**config.mk**
```make
export PLATFORM = sky130hd
export DESIGN_NAME = xfer_top
export DESIGN_NICKNAME = d
export VERILOG_FILES = /design/src/design/xfer_pkg.sv /design/src/design/word_fifo.sv /design/src/design/word_counter.sv /design/src/design/xfer_ctrl.sv /design/src/design/xfer_regs.sv /design/src/design/xfer_top.sv
export SDC_FILE = /design/constraint.sdc
export NUM_CORES = 2
export LEC_CHECK = 0
export BUFFER_PORTS_ARGS = -buffer_cell sky130_fd_sc_hd__buf_2
export CAP_MARGIN = 20
export CORE_UTILIZATION = 30
export CTS_BUF_LIST = sky130_fd_sc_hd__clkbuf_4
export DETAILED_ROUTE_END_ITERATION = 10
export GPL_TIMING_DRIVEN = 0
export PLACE_DENSITY = 0.51
export SETUP_SLACK_MARGIN = 0.05
export SLEW_MARGIN = 20
export SYNTH_ARGS = -nofsm -noshare
export SYNTH_HDL_FRONTEND = slang
export SYNTH_SLANG_ARGS = --single-unit
```
**constraint.sdc**
```tcl
create_clock -name rvx_port_15 -period 3.7 [get_ports rvx_port_15]
set_input_delay 0.185 -clock rvx_port_15 [delete_from_list [all_inputs] [get_ports rvx_port_15]]
set_output_delay 0.185 -clock rvx_port_15 [all_outputs]
set_load 0.1 [all_outputs]
```
**src/design/xfer_pkg.sv**
```systemverilog
`default_nettype none

package xfer_pkg;

	// **********************************************************************
	// Data widths
	// **********************************************************************
	typedef logic [31:0] word_t;
	typedef logic [7:0]  key_t;
	typedef logic [5:0]  level_t;
	typedef logic [4:0]  addr_t;

	// Entries per FIFO, a power of two from 2 to 32
	localparam int FIFO_DEPTH = 32;
	localparam int FIFO_PTR_W = $clog2(FIFO_DEPTH);

	// **********************************************************************
	// Register byte offsets
	// **********************************************************************
	localparam addr_t REG_CMD     = 5'h00;
	localparam addr_t REG_STATUS  = 5'h04;
	localparam addr_t REG_CONFIG  = 5'h08;
	localparam addr_t REG_TXDATA  = 5'h0C;
	localparam addr_t REG_RXDATA  = 5'h10;
	localparam addr_t REG_RXLEVEL = 5'h14;

	// Transfer controller states
	typedef enum logic [1:0] {IDLE, MOVE, DONE} ctrl_state_t;

endpackage

`default_nettype wire

```
**src/design/word_fifo.sv**
```systemverilog
`timescale 1ns/1ns
`default_nettype none

module word_fifo import xfer_pkg::*;
(
	input  wire    rvx_port_15,
	input  wire    rvx_port_16,

	input  wire    push,
	input  word_t  wdata,
	input  wire    pop,

	output word_t  rdata,
	output logic   empty,
	output logic   full,
	output level_t level
);

	word_t                 mem [FIFO_DEPTH];
	logic [FIFO_PTR_W-1:0] wr_ptr;
	logic [FIFO_PTR_W-1:0] rd_ptr;
	logic                  do_push;
	logic                  do_pop;

	// Requests past the limits are dropped here as well
	assign do_push = push & ~full;
	assign do_pop  = pop & ~empty;

	assign empty = (level == '0);
	assign full  = (level == level_t'(FIFO_DEPTH));

	// Head word shows ahead of the pop
	assign rdata = mem[rd_ptr];

	always_ff @(posedge rvx_port_15)
	begin
		if (do_push)
			mem[wr_ptr] <= wdata;
	end

	// **********************************************************************
	// Pointers and fill level
	// **********************************************************************
	always_ff @(posedge rvx_port_15 or negedge rvx_port_16)
	begin
		if (!rvx_port_16)
		begin
			wr_ptr <= '0;
			rd_ptr <= '0;
			level  <= '0;
		end
		else
		begin
			if (do_push)
				wr_ptr <= wr_ptr + 1'b1;
			if (do_pop)
				rd_ptr <= rd_ptr + 1'b1;
			case ({do_push, do_pop})
				2'b10: level <= level + 1'b1;
				2'b01: level <= level - 1'b1;
				default: level <= level;
			endcase
		end
	end

endmodule

`default_nettype wire

```
**src/design/word_counter.sv**
```systemverilog
`timescale 1ns/1ns
`default_nettype none

module word_counter import xfer_pkg::*;
(
	input  wire    rvx_port_15,
	input  wire    rvx_port_16,

	input  wire    load,
	input  level_t load_value,
	input  wire    step,

	output level_t remaining,
	output logic   zero
);

	assign zero = (remaining == '0);

	// Load wins over a step in the same cycle
	always_ff @(posedge rvx_port_15 or negedge rvx_port_16)
	begin
		if (!rvx_port_16)
			remaining <= '0;
		else if (load)
			remaining <= load_value;
		else if (step && !zero)
			remaining <= remaining - 1'b1;
	end

endmodule

`default_nettype wire

```
**src/design/xfer_ctrl.sv**
```systemverilog
`timescale 1ns/1ns
`default_nettype none

module xfer_ctrl import xfer_pkg::*;
(
	input  wire    rvx_port_15,
	input  wire    rvx_port_16,

	input  wire    start,
	input  level_t start_count,
	input  wire    done_clear,
	input  key_t   key,
	input  word_t  tx_head,
	input  wire    tx_empty,
	input  wire    rx_full,
	input  wire    zero,

	output logic   tx_pop,
	output logic   rx_push,
	output word_t  rx_wdata,
	output logic   count_load,
	output logic   count_step,
	output logic   busy,
	output logic   done
);

	ctrl_state_t state;
	ctrl_state_t state_nxt;
	logic        move_word;

	// One word per cycle when both FIFOs allow it, else wait
	assign move_word = (state == MOVE) & ~zero & ~tx_empty & ~rx_full;

	assign tx_pop     = move_word;
	assign rx_push    = move_word;
	assign count_step = move_word;
	assign count_load = (state == IDLE) & start;

	// Key is spread over all four bytes
	assign rx_wdata = tx_head ^ {4{key}};

	assign busy = (state != IDLE);

	always_comb
	begin
		state_nxt = state;
		case (state)
			IDLE: if (start) state_nxt = MOVE;
			MOVE: if (zero) state_nxt = DONE;
			DONE: state_nxt = IDLE;
			default: state_nxt = IDLE;
		endcase
	end

	// **********************************************************************
	// State and sticky done flag
	// **********************************************************************
	always_ff @(posedge rvx_port_15 or negedge rvx_port_16)
	begin
		if (!rvx_port_16)
		begin
			state <= IDLE;
			done  <= 1'b0;
		end
		else
		begin
			state <= state_nxt;
			if (state == DONE)
				done <= 1'b1;
			else if (done_clear)
				done <= 1'b0;
		end
	end

endmodule

`default_nettype wire

```
**src/design/xfer_regs.sv**
```systemverilog
`timescale 1ns/1ns
`default_nettype none

module xfer_regs import xfer_pkg::*;
(
	input  wire    rvx_port_15,
	input  wire    rvx_port_16,

	input  wire    psel,
	input  wire    penable,
	input  wire    pwrite,
	input  addr_t  paddr,
	input  word_t  pwdata,
	output word_t  prdata,
	output logic   pready,
	output logic   pslverr,

	input  level_t tx_level,
	input  level_t rx_level,
	input  word_t  rx_head,
	input  wire    tx_full,
	input  wire    rx_empty,
	input  wire    busy,
	input  wire    done,

	output logic   tx_push,
	output word_t  tx_wdata,
	output logic   rx_pop,
	output logic   start,
	output level_t start_count,
	output logic   done_clear,
	output key_t   key
);

	logic  access;
	logic  aligned;
	logic  key_we;
	word_t status_word;

	// Access phase of a selected transfer, no wait states
	assign access  = psel & penable;
	assign aligned = (paddr[1:0] == 2'b00);
	assign pready  = 1'b1;

	assign tx_wdata    = pwdata;
	assign start_count = pwdata[13:8];

	// Busy, sticky done, tx empty, rx full
	assign status_word = {28'd0,
		(rx_level == level_t'(FIFO_DEPTH)),
		(tx_level == '0),
		done,
		busy};

	// **********************************************************************
	// Address decode, strobes and read mux
	// **********************************************************************
	always_comb
	begin
		prdata     = '0;
		pslverr    = 1'b0;
		tx_push    = 1'b0;
		rx_pop     = 1'b0;
		start      = 1'b0;
		done_clear = 1'b0;
		key_we     = 1'b0;

		if (access)
		begin
			if (!aligned)
				pslverr = 1'b1;
			else
			begin
				case (paddr)
					REG_CMD:
						if (pwrite)
						begin
							// Command is refused while a transfer runs
							if (busy)
								pslverr = 1'b1;
							else
								start = pwdata[0];
						end
					REG_STATUS:
						if (pwrite)
							done_clear = 1'b1;
						else
							prdata = status_word;
					REG_CONFIG:
						if (pwrite)
							key_we = 1'b1;
						else
							prdata = word_t'(key);
					REG_TXDATA:
						if (pwrite)
						begin
							if (tx_full)
								pslverr = 1'b1;
							else
								tx_push = 1'b1;
						end
						else
							prdata = word_t'(tx_level);
					REG_RXDATA:
						if (!pwrite)
						begin
							if (rx_empty)
								pslverr = 1'b1;
							else
							begin
								rx_pop = 1'b1;
								prdata = rx_head;
							end
						end
					REG_RXLEVEL:
						if (!pwrite)
							prdata = word_t'(rx_level);
					default:
						pslverr = 1'b1;
				endcase
			end
		end
	end

	// Key register
	always_ff @(posedge rvx_port_15 or negedge rvx_port_16)
	begin
		if (!rvx_port_16)
			key <= '0;
		else if (key_we)
			key <= pwdata[7:0];
	end

endmodule

`default_nettype wire

```
**src/design/xfer_top.sv**
```systemverilog
`timescale 1ns/1ns
`default_nettype none

module xfer_top import xfer_pkg::*;
(
	input  wire   rvx_port_15,
	input  wire   rvx_port_16,

	input  wire   psel,
	input  wire   penable,
	input  wire   pwrite,
	input  addr_t paddr,
	input  word_t pwdata,
	output word_t prdata,
	output wire   pready,
	output wire   pslverr
);

	// Register side
	wire    tx_push;
	word_t  tx_wdata;
	wire    rx_pop;
	wire    start;
	level_t start_count;
	wire    done_clear;
	key_t   key;

	// FIFO side
	word_t  tx_head;
	wire    tx_empty;
	wire    tx_full;
	level_t tx_level;
	word_t  rx_head;
	wire    rx_empty;
	wire    rx_full;
	level_t rx_level;

	// Controller side
	wire    tx_pop;
	wire    rx_push;
	word_t  rx_wdata;
	wire    count_load;
	wire    count_step;
	wire    zero;
	wire    busy;
	wire    done;

	// **********************************************************************
	// Bus decoder
	// **********************************************************************
	xfer_regs u_regs
	(
		.rvx_port_15(rvx_port_15), .rvx_port_16(rvx_port_16),
		.psel(psel), .penable(penable), .pwrite(pwrite),
		.paddr(paddr), .pwdata(pwdata),
		.prdata(prdata), .pready(pready), .pslverr(pslverr),
		.tx_level(tx_level), .rx_level(rx_level), .rx_head(rx_head),
		.tx_full(tx_full), .rx_empty(rx_empty), .busy(busy), .done(done),
		.tx_push(tx_push), .tx_wdata(tx_wdata), .rx_pop(rx_pop),
		.start(start), .start_count(start_count),
		.done_clear(done_clear), .key(key)
	);

	// Host to controller
	word_fifo u_tx_fifo
	(
		.rvx_port_15(rvx_port_15), .rvx_port_16(rvx_port_16),
		.push(tx_push), .wdata(tx_wdata), .pop(tx_pop),
		.rdata(tx_head), .empty(tx_empty), .full(tx_full), .level(tx_level)
	);

	// Controller to host
	word_fifo u_rx_fifo
	(
		.rvx_port_15(rvx_port_15), .rvx_port_16(rvx_port_16),
		.push(rx_push), .wdata(rx_wdata), .pop(rx_pop),
		.rdata(rx_head), .empty(rx_empty), .full(rx_full), .level(rx_level)
	);

	word_counter u_counter
	(
		.rvx_port_15(rvx_port_15), .rvx_port_16(rvx_port_16),
		.load(count_load), .load_value(start_count), .step(count_step),
		.remaining(), .zero(zero)
	);

	xfer_ctrl u_ctrl
	(
		.rvx_port_15(rvx_port_15), .rvx_port_16(rvx_port_16),
		.start(start), .start_count(start_count), .done_clear(done_clear),
		.key(key), .tx_head(tx_head), .tx_empty(tx_empty), .rx_full(rx_full),
		.zero(zero), .tx_pop(tx_pop), .rx_push(rx_push), .rx_wdata(rx_wdata),
		.count_load(count_load), .count_step(count_step),
		.busy(busy), .done(done)
	);

endmodule

`default_nettype wire

```
# Yosys cells after proc, flatten, opt, wreduce, memory -nomap -nowiden
# Memories as Yosys holds them, arrays and structs flattened.
# Index checks and enable logic that the tools add are counted.
# totals
word_cells	119
n_memories	2
ff_bits	49
in_bits	42
out_inout_bits	34
ram_bits	2048
# op_classes
n_eq_ne	15
n_addsub	9
n_bitwise	15
reduce_logical	15
n_mux	53
# mem_list
name	depth	width	rd	rd_ports_with_merged_regs	write_ports	line_no	rtl
u_rx_fifo.mem	32	32	1	0	1	word_fifo.sv:19	word_t mem [FIFO_DEPTH];
u_tx_fifo.mem	32	32	1	0	1	word_fifo.sv:19	
# ops
cell	count
$pmux W32 S5	1
$mux W32	4
$mux W1	36
$xor A32 B32 Y32	1
$mux W6	4
$pmux W6 S2	2
$add A5 B1 Y5 const B	4
$logic_not A6 Y1	3
$sub A6 B1 Y6 const B	3
$add A6 B1 Y6 const B	2
$eq A6 B6 Y1 const B	2
$eq A5 B4 Y1 const B	2
$eq A5 B5 Y1 const B	2
$reduce_bool A2 Y1	5
$and A1 B1 Y1	9
$mux W8	1
$eq A2 B1 Y1 const B	3
$eq A2 B2 Y1 const B	3
$eq A5 B3 Y1 const B	1
$logic_not A5 Y1	1
$not A1 Y1	5
$logic_not A2 Y1	2
$mux W2	2
$mux W4	1
other kinds (8)	8

# Depth between registers and ports, before layout
# logic_depth
depth_word	9
mapped_depth	16
mapped_depth_nobuf	13

# By module
# Synthesis repeated with hierarchy kept, for this count alone.
# unflattened
hier_cells	3873
area_unflattened_um2	81856.0
# by_module_without_submodules
mod	n_inst	seq_area_each_um2	cells_each	area_each_um2
word_fifo (u_tx_fifo)	1	31149.9	1810	39865.7
word_fifo (u_rx_fifo)	1	31149.9	1810	39864.5
xfer_regs	1	200.2	160	1292.5
xfer_ctrl	1	75.1	49	437.9
word_counter	1	150.1	44	395.4

# Worst setup path after synthesis
# No wires, ideal clock.
# synth_timing
kind	register to output
start	register u_rx_fifo.rd_ptr[0]
end	output port prdata[7]
required_ns	3.515
stages_incl_launch_ff	10
n_path_buf	5
setup_slack_ns	-0.429
arrival_time_ns	3.944
cell_sequence	dfrtp_1 buf_2 buf_6 buf_6 buf_4 buf_4 nand3_1 o221ai_1 a211oi_1 o32ai_1
# synth_between
elab_chain_len	6
# synth_lines
element	line_no	rtl
start, declared	word_fifo.sv:21	logic [FIFO_PTR_W-1:0] rd_ptr;
start signal, assigned	word_fifo.sv:57	rd_ptr <= rd_ptr + 1'b1;
$mem_v2 Z32 W32	--	
$mux W32	xfer_regs.sv:107	if (rx_empty)
$mux W32	xfer_regs.sv:105	if (!pwrite)
$pmux W32 S5	xfer_regs.sv:74	case (paddr)
$mux W32	xfer_regs.sv:70	if (!aligned)
$mux W32	xfer_regs.sv:68	if (access)
end, declared	xfer_top.sv:14	output word_t prdata,
# No other way between the ends.

# Worst setup path after layout
# layout_timing
start	register u_rx_fifo.rd_ptr[0]
end	output port prdata[28]
# Same word-level chain as after synthesis.

==> out/results.ini <==
[timing]
tightestPinTransition_ps = 1310
rsz0062_at_grt = yes
period_share = 1.06
layout_setup_ws_ps = -205
fin_crit_ps = 3910
slew_violations = 0
slew_headroom = 0.126
skew_ps = 67.0
fin_setup_tns_ps = -3660
fmax_mhz = 256
setup_viol = 31
hold_violations = 0

[status]
failed_checks = setup timing
outcome = finished, violations left

[setup_path]
cp_top_family = multiplexers
worstPathMaxFanout = 7
slowest_delay_ps = 590
slowest_stage = mux4_2
cp_cell_sequence = buf_12 > buf_16 > buf_16 > mux4_2 > mux4_2 > a22o_4 > buf_12
endpoint_kind = primary output
r2r_slack_ps = 110
start_kind = register
worstPathRequired_ps = 3510
crit_type = register to primary output
arrival_ps = 3720
path_buf_inv = 4

[clocking]
cts_tree = yes
cts.sinks = 2097
clk_pin_slew_ps = 70
numCtsBuffers = 541
h-tree-depth = 6
cts_root_buffer = clkbuf_4
clk_latency_ps = 1190
cts_buffer_depth = 4

[floorplanning]
ios = 76
chipHeight_um = 521
core_region_area_um2 = 268000
die_w_um = 521
start_util = 0.302
num_rows = 190
die_area_um2 = 272000

[power]
p_per_area_nw_per_um2 = 730
total_leakage_power_nw = 32.5
ir_drop_uv = 878

[synthesis]
syn_area_um2 = 80800
synth_cells = 3599
async_reset_ff_frac = 0.0234
synth_ff_type = edfxtp_1
ys_seq_area_frac = 0.776
yosysUniqueCellTypes = 63
synth-edff-count = 2048
mappedNetlistNets = 3664
syn_area_per_cell_um2 = 22.5
yosysWarnings = 0
synth-seq-cells = 2097

[cells_and_area]
fin_nets = 4595
design_area_um2 = 101000
multi_input_area_um2 = 19100
synthToLayoutAreaGrowth_pct = 24.7
seq_area_um2 = 62700
drive_gt1_frac = 0.417
fill_cells = 24400
fin_cells = 8414

[global_route]
overflow = 0
grt_pass1_vias = 44200
track_usage = 0.169
use_met1 = 0.232
grt_start_max_net_pins = 40
grt-busiest-layer = met2
met3_usage = 0.0342
antenna_found_initial = 13
grt_pass1_wl_um = 328000
grtUsageMet2 = 0.275

[job]
max_cap_violations = 0

[placement]
hpwl_um = 150000
port_buffers = 73
dpl_cell_area_um2 = 90200
dp_cells = 7373
place_ws_ps = -969
gp_congestion = 0.767

[detailed_routing]
drt_iter0_drc = 4244
vias = 42300
drtPass1Iterations = 7
wire_per_inst_um = 27.9
viasPerCell = 5.03
drc = 0
ant_nets = 0
routed_wl_um = 235000

[min_path]
hold_class = input pin to register

routing by layer:
metal / vias to the layer above / wire length [um]
li1: 17500 / -
met1: 22800 / 102000
met2: 1633 / 113000
met3: 352 / 15000
met4: 14 / 4350
met5: - / 115
flip-flops by register name (all words and copies together) (netlist names), 2 cells and up:
name	flops
u_ctrl.state	2
u_tx_fifo.rd_ptr	5
u_rx_fifo.mem	1024
u_tx_fifo.level	6
u_tx_fifo.wr_ptr	5
u_counter.remaining	6
u_regs.key	8
u_rx_fifo.level	6
u_rx_fifo.wr_ptr	5
u_tx_fifo.mem	1024
u_rx_fifo.rd_ptr	5
cell usage in the layout, fill, tap and decap left out, types with 39 or more instances in the layout:
| master | Yosys | layout |
|---|---|---|
| clkinv_1 | 2 | 52 |
| mux4_2 | 506 | 506 |
| dlygate4sd3_1 | 0 | 76 |
| buf_2 | 58 | 78 |
| nand2_1 | 68 | 59 |
| buf_16 | 0 | 97 |
| nor2_4 | 0 | 66 |
| xor2_4 | 0 | 39 |
| buf_12 | 0 | 111 |
| clkbuf_4 | 0 | 805 |
| edfxtp_1 | 2048 | 2048 |
| dfrtp_1 | 49 | 48 |
| o22ai_1 | 60 | 57 |
| buf_4 | 29 | 69 |
| mux2i_1 | 126 | 125 |
Yosys cell counts (21+ instances only):
library cell,n,area (um^2)
a211oi_1,53,398
a21oi_1,38,190
a22o_1,46,403
a22oi_1,26,195
buf_1,28,105
buf_2,58,290
buf_4,29,218
clkbuf_1,76,285
dfrtp_1,49,1230
edfxtp_1,2048,61500
ha_1,21,263
mux2i_1,126,1260
mux4_2,506,11400
nand2_1,68,255
nor2_1,89,334
o221ai_1,28,245
o22ai_1,60,375
xor2_1,38,333
final timing paths:
| kind | cells after the start | startpoint | to |
|---|---|---|---|
| hold / removal | 5 | psel | u_regs.key[7] |
| setup reg to reg | 12 | u_counter.remaining[1] | u_rx_fifo.mem[8][14] |
| setup / recovery | 7 | u_rx_fifo.rd_ptr[0] | prdata[28] |
| min in group asynchronous | 3 | rvx_port_16 | u_tx_fifo.rd_ptr[2] |
| hold reg to reg | 1 | u_ctrl.done | u_ctrl.done |
| max in group asynchronous | 4 | rvx_port_16 | u_rx_fifo.wr_ptr[4] |
worst register-to-register path, delay by kind of cell, from the launching register on:
family                     cells  cell delay [ps]
and+or+nand+nor                4             1710
DFF                            1              360
adders and majority gates      1              170
AOI/OAI and AO/OA              1              110
buffers and inverters          6              860
kinds of logic after synthesis:
logic type      Yosys count  share of synthesized area
other cells               1                  0.0000464
simple gates            252                     0.0151
buf+inv                 218                     0.0130
flops                  2097                      0.776
fa+ha+maj                23                    0.00375
compound gates          304                     0.0272
xor+xnor                 58                    0.00628
mux                     646                      0.159
what timing repair did:
item / 4_1_cts / 5_1_grt
cloned: 10 / 14
setup endpoints to repair: 1112 / 473
buffers inserted: 32 / 24
endpoints found under the hold margin: 1097 / 0
gates resized for setup: 419 / 106
hold buffers: 88 / 0
pin swaps: 29 / 29
layout make-up:
type                       count  share of cell area
multi-input combinational   1292               0.189
inverter                      20            0.000832
clock buffer                 794              0.0591
timing repair buffer         381              0.0615
buffer                       197              0.0175
tap                         3552              0.0441
clock inverter                79             0.00513
sequential                  2097               0.622
antenna                        2           0.0000497
through the flow:
step                hold slack [ps]  power, mW   util
floorplan                      -111       42.5      -
global placement                469       49.0  0.320
detailed placement             65.2       51.9  0.337
global route                   58.2       76.5  0.376
finish                          112       73.6  0.376
CTS                            7.72       73.1  0.372
report_power, final:
part | internal, mW | switching (mW)
registers | 31.4 | 0.243
logic | 8.50 | 13.9
clock network | 10.3 | 9.27
No activity file was read; power rests on OpenSTA's default activity.
